<file path="config.mk">
export PLATFORM = sky130hd
export DESIGN_NAME = mips_fetch
export DESIGN_NICKNAME = d
export VERILOG_FILES = /design/src/rtl/mips_pkg.sv /design/src/rtl/mips_fetch.sv
export VERILOG_INCLUDE_DIRS = /design/src /design/src/rtl
export SDC_FILE = /design/constraint.sdc
export NUM_CORES = 2
export LEC_CHECK = 0
export BUFFER_PORTS_ARGS = -buffer_cell sky130_fd_sc_hd__clkbuf_2
export CORE_UTILIZATION = 62
export CTS_CLUSTER_DIAMETER = 100
export DETAILED_ROUTE_END_ITERATION = 8
export PLACE_DENSITY = 0.79
export SETUP_SLACK_MARGIN = 0.1
export SLEW_MARGIN = 20
export SYNTH_ARGS = -nofsm -noshare
export SYNTH_HDL_FRONTEND = slang
export SYNTH_SLANG_ARGS = --single-unit
</file>
<file path="constraint.sdc">
create_clock -name clock -period 3.8 [get_ports clock]
set_clock_uncertainty 0.2 [all_clocks]
set_input_delay 0.19 -clock clock [delete_from_list [all_inputs] [get_ports clock]]
set_output_delay 0.19 -clock clock [all_outputs]
set_load 0.01 [all_outputs]
</file>
<file path="src/rtl/mips_cfg.svh">
`ifndef MIPS_CFG_SVH
`define MIPS_CFG_SVH

// Instruction memory
// Word address width, 64 words
`define IMEM_AW 6

// Data memory
// Word address width, 32 words
`define DMEM_AW 5

// All-zero word
// Decodes as sll r0, r0, 0 and leaves no state behind
`define MIPS_NOP 32'h0000_0000

`endif

</file>
<file path="src/rtl/mips_pkg.sv">
`default_nettype none

package mips_pkg;

    // Primary opcodes, instruction bits 31:26
    typedef enum logic [5:0] {
        OP_RTYPE = 6'h00,
        OP_J     = 6'h02,
        OP_JAL   = 6'h03,
        OP_BEQ   = 6'h04,
        OP_BNE   = 6'h05,
        OP_ADDIU = 6'h09,
        OP_SLTI  = 6'h0a,
        OP_ANDI  = 6'h0c,
        OP_ORI   = 6'h0d,
        OP_LUI   = 6'h0f,
        OP_LW    = 6'h23,
        OP_SW    = 6'h2b
    } opcode_e;

    // R-type function field, bits 5:0
    typedef enum logic [5:0] {
        FN_SLL  = 6'h00,
        FN_SRL  = 6'h02,
        FN_JR   = 6'h08,
        FN_ADDU = 6'h21,
        FN_SUBU = 6'h23,
        FN_AND  = 6'h24,
        FN_OR   = 6'h25,
        FN_XOR  = 6'h26,
        FN_SLT  = 6'h2a
    } funct_e;

    // ALU operations
    typedef enum logic [3:0] {
        ALU_ADD,
        ALU_SUB,
        ALU_AND,
        ALU_OR,
        ALU_XOR,
        ALU_SLT,
        ALU_SLL,
        ALU_SRL,
        ALU_LUI
    } alu_op_e;

    // Next PC source
    typedef enum logic [1:0] {
        PC_PLUS4,
        PC_BRANCH,
        PC_JUMP,
        PC_REG
    } pc_sel_e;

    // Writeback source, link is decode PC plus 4
    typedef enum logic [1:0] {
        RES_MEM,
        RES_ALU,
        RES_LINK
    } result_sel_e;

    // Register write address
    typedef enum logic [1:0] {
        WA_RT,
        WA_RD,
        WA_R31,
        WA_R0
    } wa_sel_e;

endpackage

`default_nettype wire

</file>
<file path="src/rtl/mips_fetch.sv">
`timescale 1ns/1ns
`default_nettype none
`include "mips_cfg.svh"

module mips_fetch (
    input  wire                     clock,
    input  wire                     rst_n,
    input  wire                     run,
    input  wire                     imem_we,
    input  wire  [`IMEM_AW-1:0]     imem_addr,
    input  wire  [31:0]             imem_wdata,
    input  wire  mips_pkg::pc_sel_e pc_sel,
    input  wire  [31:0]             branch_target,
    input  wire  [31:0]             jump_target,
    input  wire  [31:0]             reg_target,
    output logic [31:0]             pc,
    output logic [31:0]             instruction,
    output logic [31:0]             d_pc_plus4
);

    logic [31:0] imem [0:(1 << `IMEM_AW) - 1];
    logic [31:0] f_instruction;
    logic [31:0] pc_plus4;
    logic [31:0] pc_next;

    //////////////////////////////////////////////////
    // Instruction memory
    //////////////////////////////////////////////////

    // Load port, works with run low too
    always_ff @(posedge clock) begin
        if (imem_we) begin
            imem[imem_addr] <= imem_wdata;
        end
    end

    // Word index from the fetch PC
    assign f_instruction = imem[pc[`IMEM_AW+1:2]];

    //////////////////////////////////////////////////
    // Next PC
    //////////////////////////////////////////////////

    assign pc_plus4 = pc + 32'd4;

    // Select comes from the decode-stage instruction
    // so the word fetched now is the delay slot
    always_comb begin
        case (pc_sel)
            mips_pkg::PC_BRANCH: pc_next = branch_target;
            mips_pkg::PC_JUMP:   pc_next = jump_target;
            mips_pkg::PC_REG:    pc_next = reg_target;
            default:             pc_next = pc_plus4;
        endcase
    end

    // PC and decode register
    // Both hold while run is low
    always_ff @(posedge clock or negedge rst_n) begin
        if (!rst_n) begin
            pc          <= 32'd0;
            instruction <= `MIPS_NOP;
            d_pc_plus4  <= 32'd0;
        end else if (run) begin
            pc          <= pc_next;
            instruction <= f_instruction;
            d_pc_plus4  <= pc_plus4;
        end
    end

    // Targets from the datapath keep the PC on a word
    a_pc_aligned: assert property (
        @(posedge clock) disable iff (!rst_n) pc[1:0] == 2'b00
    );

endmodule

`default_nettype wire

</file>
======== Word-level counts from Yosys, hierarchy flattened ========
Memories as Yosys holds them, arrays and structs flattened. A register that Yosys moved wholly into a read port is not among the register bits.
Cells that the tools add are included.
operators by class
  add/sub/neg operators ................... 1
  equality and inequality tests ........... 3
  muxes and demuxes ....................... 3
  reduce and logical (&&, ||, !) cells .... 1
operators with widths
  operator                                                               number
  32-bit case mux with 3 select lines                                    1
  32-bit by 3-bit adder with 32-bit output, second input constant        1
  2-bit equality test, second input constant                             2
  2-bit by 1-bit equality test with 1-bit output, second input constant  1
  1-bit two-way mux                                                      2
  1-bit zero test                                                        1
word-level totals
  bits in registers ....................... 64
  bits in writable memories ............... 2048
  input port bits ......................... 140
  output and inout bits ................... 96
  logic and storage cells ................. 11
  memories kept ........................... 1
memories
  name  depth  width  rd ports  clocked after Yosys merged registers in  write ports  RTL line          RTL
  imem  64     32     1         1                                        1            mips_fetch.sv:21  logic [31:0] imem [0:(1 << `IMEM_AW) - 1];

======== Longest topological paths before layout ========
  depth in word-level cells ............... 2
  gate-level depth with buffers ........... 11
  depth with buffers taken out ............ 6

======== Worst setup path before layout ========
Ideal clock, no wire load.
  path kind ............................... in2reg
  start point ............................. input imem_addr[5]
  end point ............................... memory imem[48][0], enable pin
  library setup time ...................... 0.461 ns
  arrival ................................. 3.067 ns
  required time ........................... 3.139 ns
  slack ................................... 0.072 ns
  stages .................................. 4
  buffers on the path ..................... 1
  cell sequence ........................... clkbuf_1 -> nand3_1 -> or3_1 -> nor3_1
RTL lines
  what             RTL line          RTL
  start, declared  mips_fetch.sv:10  input wire [`IMEM_AW-1:0] imem_addr,
  end, declared    mips_fetch.sv:21
Straight into the memory's write port.

==> results.md <==
- Final Hold Fails: 0
- Clock Latency Late Sink: 0.86 ns
- H-Tree Depth: 4
- Pre-Repair DR Iteration Count: 6
- Grt total ovfl: 0
- Startpoint types: register
- Multi-input logic area: about 0.019 mm²
- Sink Count: between 2,000 and 2,500
- Synth Register Bits: 2,144
- Min Hold Slack: roughly 0.078 ns
- Fmax: between 200 and 300 MHz
- Largest area contributor in the netlist: edfxtp_1
- Std cell rows: between 100 and 150
- XOR/XNOR Fraction of Synth Area: 0.002950
- Total Routing Usage GR: 0.3559
- IO Pins: around 240
- Max Transition Viols Final: 0
- Final setup vio count: 0
- Seq. cell area: approximately 0.064 mm²
- Min Clock Period, post-route: roughly 3.6 ns
- Starting density of the core: 0.6284
- RePlAce Congestion: 0.8744
- CTS clk-pin slew, worst paths: roughly 0.070 ns
- CP Buf/Inv Count: 2
- Post-synthesis async set-or-reset flop share: 0.04478
- Filler cells: just under 7,000
- Worst path slowest cell: nor4_1
- Crit Path Category: reg2reg
- Remaining antenna violation count: 0
- Nets: between 4,000 and 5,000
- First-pass GRT wire length: between 300,000 and 400,000 µm
- Sequential element share of the synthesized area: 0.7686
- Clk root buf: clkbuf_16
- Status: completed
- Synth area leaders: edfxtp_1, mux4_2, dfrtp_1
- CTS Buf Count: around 200
- Antenna violations before repair: 19
- Type of the most critical hold path: in2reg
- Setup_tns: 0 ns
- Max incr delay on CP: about 0.94 ns
- Multiplexer area fraction after synthesis: 0.1633
- CP endpoint kind: register
- Iteration-0 DRC Markers: slightly below 8,000
- Synth top area share: 0.7397
- Most common cell in the netlist: edfxtp_1
- Core Box Area: 0.1323 mm²
- Synth cell count leaders: edfxtp_1, mux4_2, mux2i_1
- CP max FO: 27
- Share of layout cells above drive strength 1: 0.3059
- EDFF count, synth: just over 2,000
- Pin count of the biggest net entering global routing: 107
- Ys flop type: edfxtp_1
- Static leakage: around 31 nW
- Max Buffers Root-to-Sink: 3
- Synth-to-Final Area Change: 15.86%
- TritonCTS clock tree: yes
- Post-Synth Adder-Cell Area: 0.0001505
- Vias in the first global route: roughly 47,000
- DIE WIDTH: about 370 µm
- Largest family of logic cells by synthesized area: multiplexers
- Crit-path cells: clkinv_2 -> nand3_2 -> buf_4 -> o22ai_1 -> nor4_1 -> a21oi_1
- HPWL after DPL: about 130,000 µm
- Die ar.: approximately 0.14 mm²
- Post-CTS resize count: 0
- Max transition margin: 0.2684
- Max-Cap Viols: 0
- Vias: roughly 46,000
- Syn nets: between 3,000 and 4,000
- Syn Inst Count: slightly below 4,000
- Synthesized area: around 0.083 mm²
- Port bufs: about 240
- DRC: 0
- CP Data Required Time: ~4.3 ns
- Tcrit/Tclk final: 0.9470
- Power per cell area: around 560 mW/mm²
- Routed len/inst: 37.38 µm
- Synth Area per Inst: around 22 µm²
- CP top delay family: simple AND/OR/NAND/NOR gates
- Die Ht: about 370 µm
- Via density: a little over 7
- Slew @ Worst Pin: ~1.1 ns
- Arrival time worst endpoint: 4.06 ns
- Synth Area in Simple Gates: 0.01926
- Synth Warn #: 0
- Distinct cells, synth: 56
- Complex-gate fraction of the synthesized area: 0.03208
- RSZ-0062 raised after global routing: false
- WL final: between 200,000 and 250,000 µm
- Max IR drop VDD: between 0.5 and 0.6 mV
==> worst paths after layout <==
kind	startpoint	endpoint	slack, ns	cells past startpoint
worst max-delay path	pc[5]$_DFFE_PN0P_	instruction[14]$_DFFE_PN0P_	0.20	6
min in group asynchronous	rst_n	d_pc_plus4[2]$_DFFE_PN0P_	0.32	4
worst max register to register	pc[5]$_DFFE_PN0P_	instruction[14]$_DFFE_PN0P_	0.20	6
worst min register to register	d_pc_plus4[2]$_DFFE_PN0P_	d_pc_plus4[2]$_DFFE_PN0P_	0.32	1
worst min-delay path	imem_we	imem[45][14]$_DFFE_PP_	0.08	3
max in group asynchronous	rst_n	pc[6]$_DFFE_PN0P_	2.64	4
==> cells by family (layout without fill, tap and decap cells) <==
logic type / count (synthesis) / after routing
AO/OA/AOI/OAI: 381 / 381
XOR/XNOR: 28 / 28
adder cells (fa/ha/maj): 1 / 1
buffers and inverters: 240 / 979
flip-flops: 2144 / 2144
multiplexers: 709 / 709
other: 0 / 9
AND/OR/NAND/NOR: 345 / 345
==> metal layers <==
layer	track usage	wire, µm	up-vias
met4	0.1881	13930	16
li1	-	-	17379
met2	0.5567	112700	4169
met3	0.09522	35210	840
met5	0	99	-
met1	0.4631	75440	23115
==> cell usage in the layout, fill, tap and decap left out, types with 12 or more instances in the layout <==
cell	instances
edfxtp_1	2048
mux4_2	516
clkbuf_2	227
clkbuf_16	204
buf_4	195
mux2i_1	172
dlygate4sd3_1	117
nor2_1	99
dfrtp_1	90
a21oi_1	74
o22ai_1	70
nor2_4	62
nand2_1	60
buf_12	51
clkbuf_1	45
a22oi_1	38
clkinv_2	36
clkinv_1	33
o21ai_0	28
a22o_1	27
nor2b_1	24
o211ai_1	24
nand3_1	21
mux2_2	21
bufinv_16	20
a211oi_1	16
xnor2_1	15
clkbuf_8	15
o41ai_1	14
xor2_1	13
nor3_1	12
o221ai_1	12
==> flip-flops by register name, indices dropped and copies added (netlist names) <==
signal / flops
imem: 2048
d_pc_plus4: 32
pc: 32
instruction: 32
==> stage by stage <==
| stage | worst slack (ns) | std cells | power, W | util | instance area (µm²) |
|---|---|---|---|---|---|
| after CTS | 0.1204 | 6335 | 0.05413 | 0.7274 | 96230 |
| after global routing | 0.1566 | 6343 | 0.05537 | 0.7280 | 96310 |
| after floorplan | 0.2642 | 3848 | 0.03095 | - | 83150 |
| final | 0.2014 | 6351 | 0.05425 | 0.7282 | 96330 |
| after detailed placement | 0.2361 | 5845 | 0.03380 | 0.6682 | 88400 |
| after global placement | 0.1640 | 5845 | 0.03365 | 0.6681 | 88390 |
==> area by class of cell <==
class,count,share of cell area
Antenna cell,9,0.0002338
Clock buffer,264,0.05689
Clock inverter,113,0.01253
Inverter,8,0.0003767
Multi-Input combinational cell,1464,0.1934
Sequential cell,2144,0.6635
Tap cell,1755,0.02279
Timing Repair Buffer,594,0.05028
==> worst reg2reg max path: stages (launching register included) <==
cell and delay (ns):
dfrtp_2 0.59, clkinv_2 0.53, nand3_2 0.23, buf_4 0.49
o22ai_1 0.25, nor4_1 0.94, a21oi_1 0.18
==> power by group <==
part / leakage [nW] / internal, W / total (W) / switching [W]
combinational: 8.43 / 0.00302 / 0.00705 / 0.00403
sequential: 19.5 / 0.0262 / 0.0267 / 0.000462
clock: 3.26 / 0.0116 / 0.0205 / 0.00891
==> what timing repair did <==
item                                    CTS  global route
setup endpoints to repair                 0             2
setup buffers                             0             2
endpoints found under the hold margin  1279           305
hold buffers                            113             5
No activity file was read; power rests on OpenSTA's default activity.
