### src/rtl/mips_cfg.svh
`ifndef MIPS_CFG_SVH
`define MIPS_CFG_SVH

// Instruction memory
// Word address width, 64 words
`define IMEM_AW 6

// Data memory
// Word address width, 32 words
`define DMEM_AW 5

// All-zero word
// Decodes as sll r0, r0, 0 and leaves no state behind
`define MIPS_NOP 32'h0000_0000

`endif

### src/rtl/mips_pkg.sv
`default_nettype none

package mips_pkg;

    // Primary opcodes, instruction bits 31:26
    typedef enum logic [5:0] {
        OP_RTYPE = 6'h00,
        OP_J     = 6'h02,
        OP_JAL   = 6'h03,
        OP_BEQ   = 6'h04,
        OP_BNE   = 6'h05,
        OP_ADDIU = 6'h09,
        OP_SLTI  = 6'h0a,
        OP_ANDI  = 6'h0c,
        OP_ORI   = 6'h0d,
        OP_LUI   = 6'h0f,
        OP_LW    = 6'h23,
        OP_SW    = 6'h2b
    } opcode_e;

    // R-type function field, bits 5:0
    typedef enum logic [5:0] {
        FN_SLL  = 6'h00,
        FN_SRL  = 6'h02,
        FN_JR   = 6'h08,
        FN_ADDU = 6'h21,
        FN_SUBU = 6'h23,
        FN_AND  = 6'h24,
        FN_OR   = 6'h25,
        FN_XOR  = 6'h26,
        FN_SLT  = 6'h2a
    } funct_e;

    // ALU operations
    typedef enum logic [3:0] {
        ALU_ADD,
        ALU_SUB,
        ALU_AND,
        ALU_OR,
        ALU_XOR,
        ALU_SLT,
        ALU_SLL,
        ALU_SRL,
        ALU_LUI
    } alu_op_e;

    // Next PC source
    typedef enum logic [1:0] {
        PC_PLUS4,
        PC_BRANCH,
        PC_JUMP,
        PC_REG
    } pc_sel_e;

    // Writeback source, link is decode PC plus 4
    typedef enum logic [1:0] {
        RES_MEM,
        RES_ALU,
        RES_LINK
    } result_sel_e;

    // Register write address
    typedef enum logic [1:0] {
        WA_RT,
        WA_RD,
        WA_R31,
        WA_R0
    } wa_sel_e;

endpackage

`default_nettype wire

### src/rtl/mips_control.sv
`timescale 1ns/1ns
`default_nettype none

module mips_control (
    input  wire  [31:0]                 instruction,
    input  wire                         zero,
    input  wire                         run,
    output mips_pkg::alu_op_e           alu_op,
    output logic                        alu_b_imm,
    output logic                        imm_zero_ext,
    output mips_pkg::wa_sel_e           wa_sel,
    output mips_pkg::result_sel_e       result_sel,
    output mips_pkg::pc_sel_e           pc_sel,
    output logic                        rf_we,
    output logic                        dmem_we
);

    mips_pkg::opcode_e opcode;
    mips_pkg::funct_e  funct;
    logic              rf_we_d;
    logic              dmem_we_d;

    assign opcode = mips_pkg::opcode_e'(instruction[31:26]);
    assign funct  = mips_pkg::funct_e'(instruction[5:0]);

    //////////////////////////////////////////////////
    // Main decoder
    //////////////////////////////////////////////////

    always_comb begin
        // Defaults give a nop
        alu_op       = mips_pkg::ALU_ADD;
        alu_b_imm    = 1'b0;
        imm_zero_ext = 1'b0;
        wa_sel       = mips_pkg::WA_R0;
        result_sel   = mips_pkg::RES_ALU;
        pc_sel       = mips_pkg::PC_PLUS4;
        rf_we_d      = 1'b0;
        dmem_we_d    = 1'b0;
        case (opcode)
            mips_pkg::OP_RTYPE: begin
                wa_sel  = mips_pkg::WA_RD;
                // No write for rd of r0, covers the all-zero nop
                rf_we_d = (instruction[15:11] != 5'd0);
                case (funct)
                    mips_pkg::FN_ADDU: alu_op = mips_pkg::ALU_ADD;
                    mips_pkg::FN_SUBU: alu_op = mips_pkg::ALU_SUB;
                    mips_pkg::FN_AND:  alu_op = mips_pkg::ALU_AND;
                    mips_pkg::FN_OR:   alu_op = mips_pkg::ALU_OR;
                    mips_pkg::FN_XOR:  alu_op = mips_pkg::ALU_XOR;
                    mips_pkg::FN_SLT:  alu_op = mips_pkg::ALU_SLT;
                    mips_pkg::FN_SLL:  alu_op = mips_pkg::ALU_SLL;
                    mips_pkg::FN_SRL:  alu_op = mips_pkg::ALU_SRL;
                    mips_pkg::FN_JR: begin
                        // Target is rs straight from the register file
                        pc_sel  = mips_pkg::PC_REG;
                        rf_we_d = 1'b0;
                    end
                    default: rf_we_d = 1'b0;
                endcase
            end
            mips_pkg::OP_ADDIU, mips_pkg::OP_SLTI, mips_pkg::OP_ANDI,
            mips_pkg::OP_ORI, mips_pkg::OP_LUI: begin
                alu_b_imm = 1'b1;
                wa_sel    = mips_pkg::WA_RT;
                rf_we_d   = 1'b1;
                case (opcode)
                    mips_pkg::OP_SLTI: alu_op = mips_pkg::ALU_SLT;
                    mips_pkg::OP_LUI:  alu_op = mips_pkg::ALU_LUI;
                    mips_pkg::OP_ANDI: begin
                        alu_op       = mips_pkg::ALU_AND;
                        imm_zero_ext = 1'b1;
                    end
                    mips_pkg::OP_ORI: begin
                        alu_op       = mips_pkg::ALU_OR;
                        imm_zero_ext = 1'b1;
                    end
                    default: alu_op = mips_pkg::ALU_ADD;
                endcase
            end
            mips_pkg::OP_LW: begin
                // Address is rs plus signed offset
                alu_b_imm  = 1'b1;
                wa_sel     = mips_pkg::WA_RT;
                result_sel = mips_pkg::RES_MEM;
                rf_we_d    = 1'b1;
            end
            mips_pkg::OP_SW: begin
                alu_b_imm = 1'b1;
                dmem_we_d = 1'b1;
            end
            mips_pkg::OP_BEQ: begin
                // Compare by subtraction
                alu_op = mips_pkg::ALU_SUB;
                if (zero) begin
                    pc_sel = mips_pkg::PC_BRANCH;
                end
            end
            mips_pkg::OP_BNE: begin
                alu_op = mips_pkg::ALU_SUB;
                if (!zero) begin
                    pc_sel = mips_pkg::PC_BRANCH;
                end
            end
            mips_pkg::OP_J: pc_sel = mips_pkg::PC_JUMP;
            mips_pkg::OP_JAL: begin
                pc_sel     = mips_pkg::PC_JUMP;
                wa_sel     = mips_pkg::WA_R31;
                result_sel = mips_pkg::RES_LINK;
                rf_we_d    = 1'b1;
            end
            default: rf_we_d = 1'b0;
        endcase
    end

    // No architectural writes while stopped
    assign rf_we   = rf_we_d & run;
    assign dmem_we = dmem_we_d & run;

    // One destination per instruction
    a_we_excl: assert final (!(rf_we && dmem_we))
        else $error("register and memory write in the same cycle");

endmodule

`default_nettype wire

### config.mk
export PLATFORM = sky130hd
export DESIGN_NAME = mips_control
export DESIGN_NICKNAME = d
export VERILOG_FILES = /design/src/rtl/mips_cfg.svh /design/src/rtl/mips_pkg.sv /design/src/rtl/mips_control.sv
export SDC_FILE = /design/constraint.sdc
export NUM_CORES = 1
export LEC_CHECK = 0
export BUFFER_PORTS_ARGS = -buffer_cell sky130_fd_sc_hd__buf_2
export CORE_MARGIN = 2
export CORE_UTILIZATION = 32
export DETAILED_ROUTE_END_ITERATION = 10
export PLACE_DENSITY = 0.86
export SETUP_SLACK_MARGIN = 0.3
export SLEW_MARGIN = 30
export SYNTH_ARGS = -nofsm -noshare
export SYNTH_HDL_FRONTEND = slang
export SYNTH_SLANG_ARGS = --single-unit
export TNS_END_PERCENT = 10
### constraint.sdc
create_clock -name vclk -period 1.3
set_input_delay 0 -clock vclk [all_inputs]
set_output_delay 0 -clock vclk [all_outputs]
set_load 0.1 [all_outputs]
* Word-level counts from Yosys, hierarchy flattened *
Cells that the tools add are included.

storage, ports and cells
  register bits after elaboration = 0
  input port bits = 34
  output and inout bits = 14
  logic and storage cells = 47

cells by class
  equal/unequal tests = 19
  muxes and demuxes = 15
  bitwise gates (word level) = 2
  reduce and logical (&&, ||, !) cells = 11

operators by type and width
  cell                number
  $eq 6x6->1 const B  8
  $eq 6x4->1 const B  6
  $pmux 3 s7          1
  $eq 6x2->1 const B  3
  $pmux 4 s4          1
  $reduce_or 7->1     2
  $eq 6x3->1 const B  2
  $logic_not 6->1     2
  $pmux 4 s3          1
  $pmux 2 s4          1
  $reduce_or 8->1     1
  $mux 1              7
  $pmux 2 s3          1
  $reduce_or 2->1     3
  $reduce_or 6->1     1
  $reduce_bool 5->1   1
  $reduce_or 5->1     1
  $pmux 2 s2          1
  $and 1x1->1         2
  $mux 2              1
  $pmux 1 s2          1

* Longest topological paths before layout *
Gate-level depths: netlist (run 1).

  depth after elaboration = 5
  gate-level depth with buffers = 5
  depth with buffers taken out = 4

* Worst setup path after synthesis (run 1) *
No wires, ideal clock.

  kind = input port to output port
  start = input port instruction[2]
  end = output port alu_op[2]
  arrival time = 3.420 ns
  data required time = 1.300 ns
  path slack = -2.120 ns
  stages on the path = 5
  buffers on the path = 1
  path through = buf_6 -> or3_1 -> o21ai_0 -> a22oi_1 -> nor4_1

on the way
  longest elaborated chain between the ends = 3
  elaborated cells on any way between the ends = 9
  those cells by class = eq/ne: 6; mux: 2; reduce/logical: 1

ends and longest elaborated chain
  what                                      RTL line            text
  start, declared                           mips_control.sv:5   input wire [31:0] instruction,
  $eq 6x2->1, or another cell as far along  mips_control.sv:45  case (funct)
  $pmux 3 s7 *                              mips_control.sv:45
  $pmux 4 s3 *                              mips_control.sv:40  case (opcode)
  end, declared                             mips_control.sv:8   output mips_pkg::alu_op_e alu_op,

Mark *: on every way between the ends. The rest lies on a longest branch, timed or not.

* Final worst setup path (run 1) *
  start = input port instruction[1]
  end = output port pc_sel[0]

on the way
  longest elaborated chain between the ends = 3

ends and longest elaborated chain
  what           RTL line            text
  $eq 6x4->1     mips_control.sv:45
  $mux 2         mips_control.sv:45
  $pmux 2 s4     mips_control.sv:40
  end, declared  mips_control.sv:13  output mips_pkg::pc_sel_e pc_sel,

No other way between the ends.

==> out/summary.txt, run 1 <==
Number of global-route vias before repair - 841
HPWL Detailed - 1.65 mm
Final Hold Fails - 0
Area grow syn2layout - 141%
Final WS setup - -415 ps
Commonest cells post-synth - or3_1 (8), nand2_1 (6), nor2_1 (6)
Fill count - 77
GPL Wtd Cong - 0.890
WHS Path Cells - 4
Crit Path Category - input pin to output port
Worst slew margin - 71.3%
Nets - 156
Outcome - finished, violations left
RSZ-0062 raised after global routing - yes
Horizontal die dimension - 42.1 um
Crit Path Max Fanout - 2
Crit path time final - 1720 ps
Synth warnings - 0
Die Y-Extent - 42.1 um
Gr usage total - 25.0%
Req. time, crit path - 1300 ps
First-pass GRT wire length - 3.59 mm
Max Cap Viol - 0
Failing checks - setup timing
Setup-failing EPs final - 4
Startpoint Class - input pin
Final Max Slew Viols - 0
HP Class - input pin to output port
Synth unique cells - 31
Fmax - 583 MHz
Syn avg cell area - 5.95 sq um
WP data arrival - 1720 ps
Dpl ws - -432 ps
Library cell with the largest summed area after synthesis - or3_1
Vias - 798
Drt wl/cell - 16.5 um
FF+latch area - 0 sq um
Post-cts hold buffer count - 0
Peak supply drop - 0.180 mV
Multi-input logic area - 578 sq um
HP Start - instruction[30]
Std cell rows - 13
Share of cells above drive strength 1 - 60.8%
Final ANT Viol Nets - 0
Post-Syn Area - 464 sq um
FFs & Latches - 0
Count leader, synth - or3_1
Placeable Area - 1330 sq um
Total gr overflow - 0
Setup crit end kind - output port
Register area share after synthesis - 0%
Syn Nets - 112
Count of non-filler cells in the finished layout - 135
Layout clock buffer count - 0
Post-route DRC - 0
Period utilisation layout - 132%
TritonRoute pass-1 iters - 4
Placed Cells - 135
PD cells - 323 nW/um^2
Post-synth top area share - 10.8%
Total power - 361 uW
I/O pin cnt - 48
Drt initial violations - 10
Pleak - 0.000439 uW
Hold EP - alu_b_imm
Via/cell ratio - 5.91
Pin count of the biggest net entering global routing - 14
Slew of the pin with the lowest slew margin - 427 ps
Antenna cells - 0
DRT Wirelength - 2.23 mm
Die area - 1770 sq um
Cells after Synth - 78
Port Buffer Count - 33
Starting Density - 34.8%
Post-CTS Setup Inserts - 0
Top cells by area, synth - or3_1 (11%), nand2b_1 (6.7%), a21oi_1 (5.4%)
Initial antenna violation count - 0
-- area by class of cell --
type | count | area share (%)
Multi-Input combinational cell | 68 | 51.7
Tap cell | 15 | 1.68
Timing Repair Buffer | 47 | 45.0
Inverter | 5 | 1.68
-- kinds of logic (layout without fill, tap and decap cells) --
kind of cell,after synthesis,count (layout),synth area share [%]
simple gates,41,41,47.4
compound gates,23,23,34.8
buf+inv,10,52,9.70
xor+xnor,2,2,3.77
fa+ha+maj,1,1,2.16
mux,1,1,2.16
-- worst max-delay path by stage --
stage	start	end	slack [ps]
2_1_floorplan	instruction[1]	pc_sel[0]	-850
5_1_grt	instruction[1]	pc_sel[0]	-440
6_report	instruction[1]	pc_sel[0]	-420
3_5_place_dp	instruction[1]	pc_sel[0]	-430
4_1_cts	instruction[1]	pc_sel[0]	-420
3_3_place_gp	instruction[1]	pc_sel[0]	-380
-- repair_timing --
action | CTS | global route
pin swaps | 7 | 6
resized for setup | 26 | 10
gates cloned | 0 | 0
setup endpoints to repair | 14 | 14
-- stage by stage --
stage / utilization [%] / hold WS, ps / TNS (ps) / instance area, sq um
floorplan: - / 248 / -6420 / 536
global placement: 73.1 / 376 / -792 / 975
detailed placement: 73.1 / 388 / -1070 / 975
CTS: 80.1 / 383 / -764 / 1070
global route: 83.9 / 398 / -878 / 1120
finish: 83.9 / 384 / -727 / 1120
-- critical path, cell delays in order --
cell and delay (ps):
buf_6 100, or4_4 520, or3_4 400, o21a_1 200, a2111oi_4 270, buf_12 220
-- layer usage --
layer	vias up	wire length (um)	track usage (%)	share of wire (%)
met1	380	803	26.8	36
met3	6	94	3.02	4.2
met5	-	0	0	0
li1	380	-	-	-
met4	0	38	8.75	1.7
met2	32	1300	49.1	58
-- report_power, final --
part           internal (uW)  switching, uW
Sequential                 0              0
Clock                      0              0
Combinational            143            218
Total                    143            218
-- cell usage in the layout (no fill, tap or decap), types with 2 or more instances in the layout --
master / n
o21ai_0: 2
a21oi_1: 2
a2111oi_4: 2
nor3_1: 3
or2_4: 2
nand3_1: 2
buf_6: 8
or4_4: 2
o2bb2ai_2: 2
nand2_1: 4
buf_12: 13
a31oi_1: 2
buf_2: 17
o21a_1: 2
a21oi_2: 3
buf_4: 9
nand2b_1: 4
inv_1: 5
nor2_1: 5
nand2_2: 2
or3_1: 5
nor4_4: 2
or3_4: 3
(Power assumes the default switching activity.)
==> inputs of run 2 (changes only) <==
- GPL_TIMING_DRIVEN: not set -> 0
- PLACE_DENSITY: 0.86 -> 0.85
- clock period: 1.3 -> 1.4 ns (I/O delays scaled with it)
==> run 2 against run 1 <==
- the run still ends with setup timing left
- total power fell by 23%
- core utilization is 15 points lower
- final area is 18% lower
- critical path depth did not move
- global-route usage is 6.4 points lower
- largest cell class unchanged
==> out/summary.txt, run 2 (synthesis results as in run 1) <==
WP buf/inv - 2
GPL Wtd Cong - 0.832
Peak supply drop - 0.176 mV
Req. time, crit path - 1400 ps
Area after DPL - 714 sq um
Drt initial violations - 17
Final Max Slew Viols - 0
PD cells - 304 nW/um^2
Setup crit end kind - output port
Crit Path Category - input pin to output port
Max Cap Viol - 0
Die Y-Extent - 42.1 um
Crit Path Max Fanout - 4
Via/cell ratio - 5.84
HPWL Detailed - 1.21 mm
Share of cells above drive strength 1 - 48.2%
Total power - 277 uW
Multi-input logic area - 531 sq um
Horizontal die dimension - 42.1 um
Port Buffer Count - 32
Slew of the pin with the lowest slew margin - 318 ps
CP delay by family, top - simple AND/OR/NAND/NOR gates
FF+latch area - 0 sq um
WP data arrival - 1710 ps
Post-route DRC - 0
Placeable Area - 1330 sq um
DRT Wirelength - 1.75 mm
Slowest CP cell - or4_1
RSZ-0062 raised after global routing - yes
Final Hold Fails - 0
Std cell rows - 13
Nets - 146
Antenna cells - 0
Layout clock buffer count - 0
Post-CTS Setup Inserts - 0
Most common cell after layout, fill and taps aside - buf_2
Drt wl/cell - 14.0 um
Vias - 730
Initial antenna violation count - 0
Startpoint Class - input pin
Failing checks - setup timing
Worst slew margin - 78.6%
Fill count - 110
Number of global-route vias before repair - 657
Die area - 1770 sq um
Post-cts hold buffer count - 0
First-pass GRT wire length - 2.75 mm
Crit path time final - 1710 ps
Fmax - 586 MHz
Area grow syn2layout - 96.5%
Worst path max stage delay - 500 ps
Total gr overflow - 0
Final WS setup - -307 ps
Starting Density - 34.8%
Period utilisation layout - 122%
I/O pin cnt - 48
HP Class - input pin to output port
Pleak - 0.000347 uW
Gr usage total - 18.6%
Setup-failing EPs final - 3
Final Instance Area - 912 sq um
Hold_ws - 389 ps
FFs & Latches - 0
Outcome - finished, violations left
TritonRoute pass-1 iters - 4
Most frequent cells in the layout - buf_2 (18), buf_6 (7), nand2_1 (6), nor2_1 (6), or3_1 (6)
Pin count of the biggest net entering global routing - 11
Final ANT Viol Nets - 0
Crit path cell chain - buf_2 > or4_1 > or3_4 > o21a_1 > a2111oi_4 > buf_6
[run 2: tightest hold or removal path, cell delays in order]
cell,delay (ps)
buf_2,110
nand2_1,70
nor3_2,40
buf_6,170
[run 2: per-stage QoR]
| step | setup WS, ps | util, % | TNS (ps) | instances |
|---|---|---|---|---|
| 2_1_floorplan | -748 | - | -5120 | 78 |
| 3_3_place_gp | -497 | 53.6 | -1800 | 125 |
| 3_5_place_dp | -515 | 53.6 | -1930 | 125 |
| 4_1_cts | -297 | 63.9 | -353 | 125 |
| 5_1_grt | -378 | 68.4 | -516 | 125 |
| 6_report | -307 | 68.4 | -386 | 125 |
[run 2: worst paths after layout]
check                     startpoint   endpoint  slack [ps]  cells past startpoint
worst min-delay path             run    dmem_we         390                      4
worst max-delay path  instruction[4]  pc_sel[0]        -310                      6
[run 2: metal layers]
layer	share of wire, %	track usage, %	vias to the layer above	wire length (um)
li1	-	-	356	-
met4	0	1.88	0	0
met3	6.6	1.29	0	115
met5	0	0	-	0
met1	38	21.8	343	672
met2	55	37.2	31	962
[run 2: cell type report]
cell class | instances | area share (%)
multi-input combinational | 68 | 58.2
tap | 15 | 2.06
buffer | 5 | 4.66
inverter | 5 | 2.06
timing repair buffer | 32 | 33.1
[run 2: where the power goes]
| group | switching [uW] | leakage [uW] | internal (uW) |
|---|---|---|---|
| Clock | 0 | 0 | 0 |
| Combinational | 179 | 0.000347 | 98.4 |
| Sequential | 0 | 0 | 0 |
| Total | 179 | 0.000347 | 98.4 |
[run 2: timing repair]
| action | 4_1_cts | 5_1_grt |
|---|---|---|
| endpoints found under the setup margin | 14 | 12 |
| gates resized for setup | 44 | 12 |
| pin swaps | 5 | 1 |
==> inputs of run 3 (changes only) <==
- GPL_TIMING_DRIVEN: 0 -> not set
- MAX_ROUTING_LAYER: not set -> met4
==> run 3 against run 2 <==
- hold slack got worse by 2.3 ps
- routed wire length grew 13%
- highest routed layer is now met4
- total power grew 13%
- via count increased by 5.9%
- critical path depth stayed put
- die area stayed put
- sequential cell count unchanged
- non-clock buffer count up 8
- largest power group unchanged
- sequential share of layout area stayed put
- the flow still finishes with violations (setup timing)
==> out/summary.txt, run 3 (synthesis results as in run 1) <==
Gr usage total - 21.9%
Final Hold Fails - 0
Layout clock buffer count - 0
Req. time, crit path - 1400 ps
Final Max Slew Viols - 0
RSZ-0062 raised after global routing - yes
Total gr overflow - 0
Dpl ws - -293 ps
TritonRoute pass-1 iters - 4
Worst path max stage delay - 510 ps
HPWL Detailed - 1.51 mm
Crit path time final - 1680 ps
Slew of the pin with the lowest slew margin - 321 ps
Slowest CP cell - or4_1
Crit Path Category - input pin to output port
Die area - 1770 sq um
WP data arrival - 1680 ps
Most common cell after layout, fill and taps aside - buf_2
Drt initial violations - 14
Antenna cells - 0
Setup crit end kind - output port
Most frequent cells in the layout - buf_2 (17), buf_12 (13), buf_4 (10)
GPL Wtd Cong - 0.907
Area grow syn2layout - 125%
WHS Path Cells - 4
Hold EP - dmem_we
Outcome - finished, violations left
HP Start - run
Period utilisation layout - 120%
Setup-failing EPs final - 2
Placeable Area - 1330 sq um
Gr busiest metal - met2
Post-cts hold buffer count - 0
Final ANT Viol Nets - 0
Drt wl/cell - 14.8 um
Die Y-Extent - 42.1 um
Crit Path Max Fanout - 2
Worst slew margin - 78.6%
Post-CTS Setup Inserts - 0
Placed Cells - 133
Failing checks - setup timing
HP Class - input pin to output port
Met2 Use GR - 41.3%
Peak supply drop - 0.163 mV
Crit path cell chain - buf_6 > or4_1 > or3_4 > o21a_1 > a2111oi_4 > buf_12
Vias - 773
Pin count of the biggest net entering global routing - 14
GRT met3 Usage - 0.862%
I/O pin cnt - 48
FFs & Latches - 0
Final WS setup - -280 ps
GRT met1 Usage - 25.6%
Number of global-route vias before repair - 720
DRT Wirelength - 1.98 mm
Pleak - 0.000403 uW
Max Cap Viol - 0
Sum Neg Setup Slack - -316 ps
Startpoint Class - input pin
Via/cell ratio - 5.81
Horizontal die dimension - 42.1 um
First-pass GRT wire length - 3.08 mm
Nets - 154
PD cells - 300 nW/um^2
Initial antenna violation count - 0
Std cell rows - 13
Post-route DRC - 0
Count of non-filler cells in the finished layout - 133
Port Buffer Count - 33
FF+latch area - 0 sq um
Fmax - 595 MHz
Starting Density - 34.8%
Share of cells above drive strength 1 - 53.4%
==> run 3: cell types whose count changed in the layout (fill, tap and decap cells not counted), moves of 2 or more <==
cell / change
clkbuf_4: -3
buf_4: +9
buf_8: -2
buf_6: -3
buf_12: +8
==> run 3: report_power, final <==
| group | internal, uW | switching (uW) |
|---|---|---|
| combinational | 123 | 190 |
| sequential | 0 | 0 |
| clock | 0 | 0 |
==> run 3: layout make-up <==
class	instances	area, sq um
Multi-Input combinational cell	68	524
Fill cell	91	292
Tap cell	15	18.8
Timing Repair Buffer	45	480
Inverter	5	18.8
==> run 3: critical path, delay by kind of cell <==
kind,cells,cell delay [ps]
compound gates,2,450
buf+inv,2,310
simple gates,2,910
==> run 3: worst max-delay path by stage <==
stage | start | endpoint | cells past startpoint | slack (ps)
floorplan | instruction[1] | pc_sel[0] | 4 | -750
global placement | instruction[1] | pc_sel[0] | 6 | -280
detailed placement | instruction[1] | pc_sel[0] | 6 | -290
CTS | instruction[1] | pc_sel[0] | 6 | -280
global route | instruction[1] | pc_sel[0] | 6 | -320
finish | instruction[1] | pc_sel[0] | 6 | -280
==> run 3: per-stage QoR <==
| stage | instance area (sq um) | util [%] | total power (uW) | hold WS, ps |
|---|---|---|---|---|
| 3_3_place_gp | 960 | 72.0 | 273 | 376 |
| 2_1_floorplan | 536 | - | 168 | 248 |
| 5_1_grt | 1040 | 78.1 | 330 | 423 |
| 6_report | 1040 | 78.1 | 312 | 387 |
| 3_5_place_dp | 960 | 72.0 | 284 | 380 |
| 4_1_cts | 1010 | 75.6 | 299 | 381 |
==> run 3: metal layers <==
metal | wire, um | part of all wire, %
met1 | 756 | 38
met2 | 1110 | 56
met3 | 93 | 4.7
met4 | 10 | 0.51
met5 | 0 | 0
==> run 3: timing repair <==
item	4_1_cts	5_1_grt
resized for setup	13	8
pin swaps	6	7
setup endpoints to repair	10	10
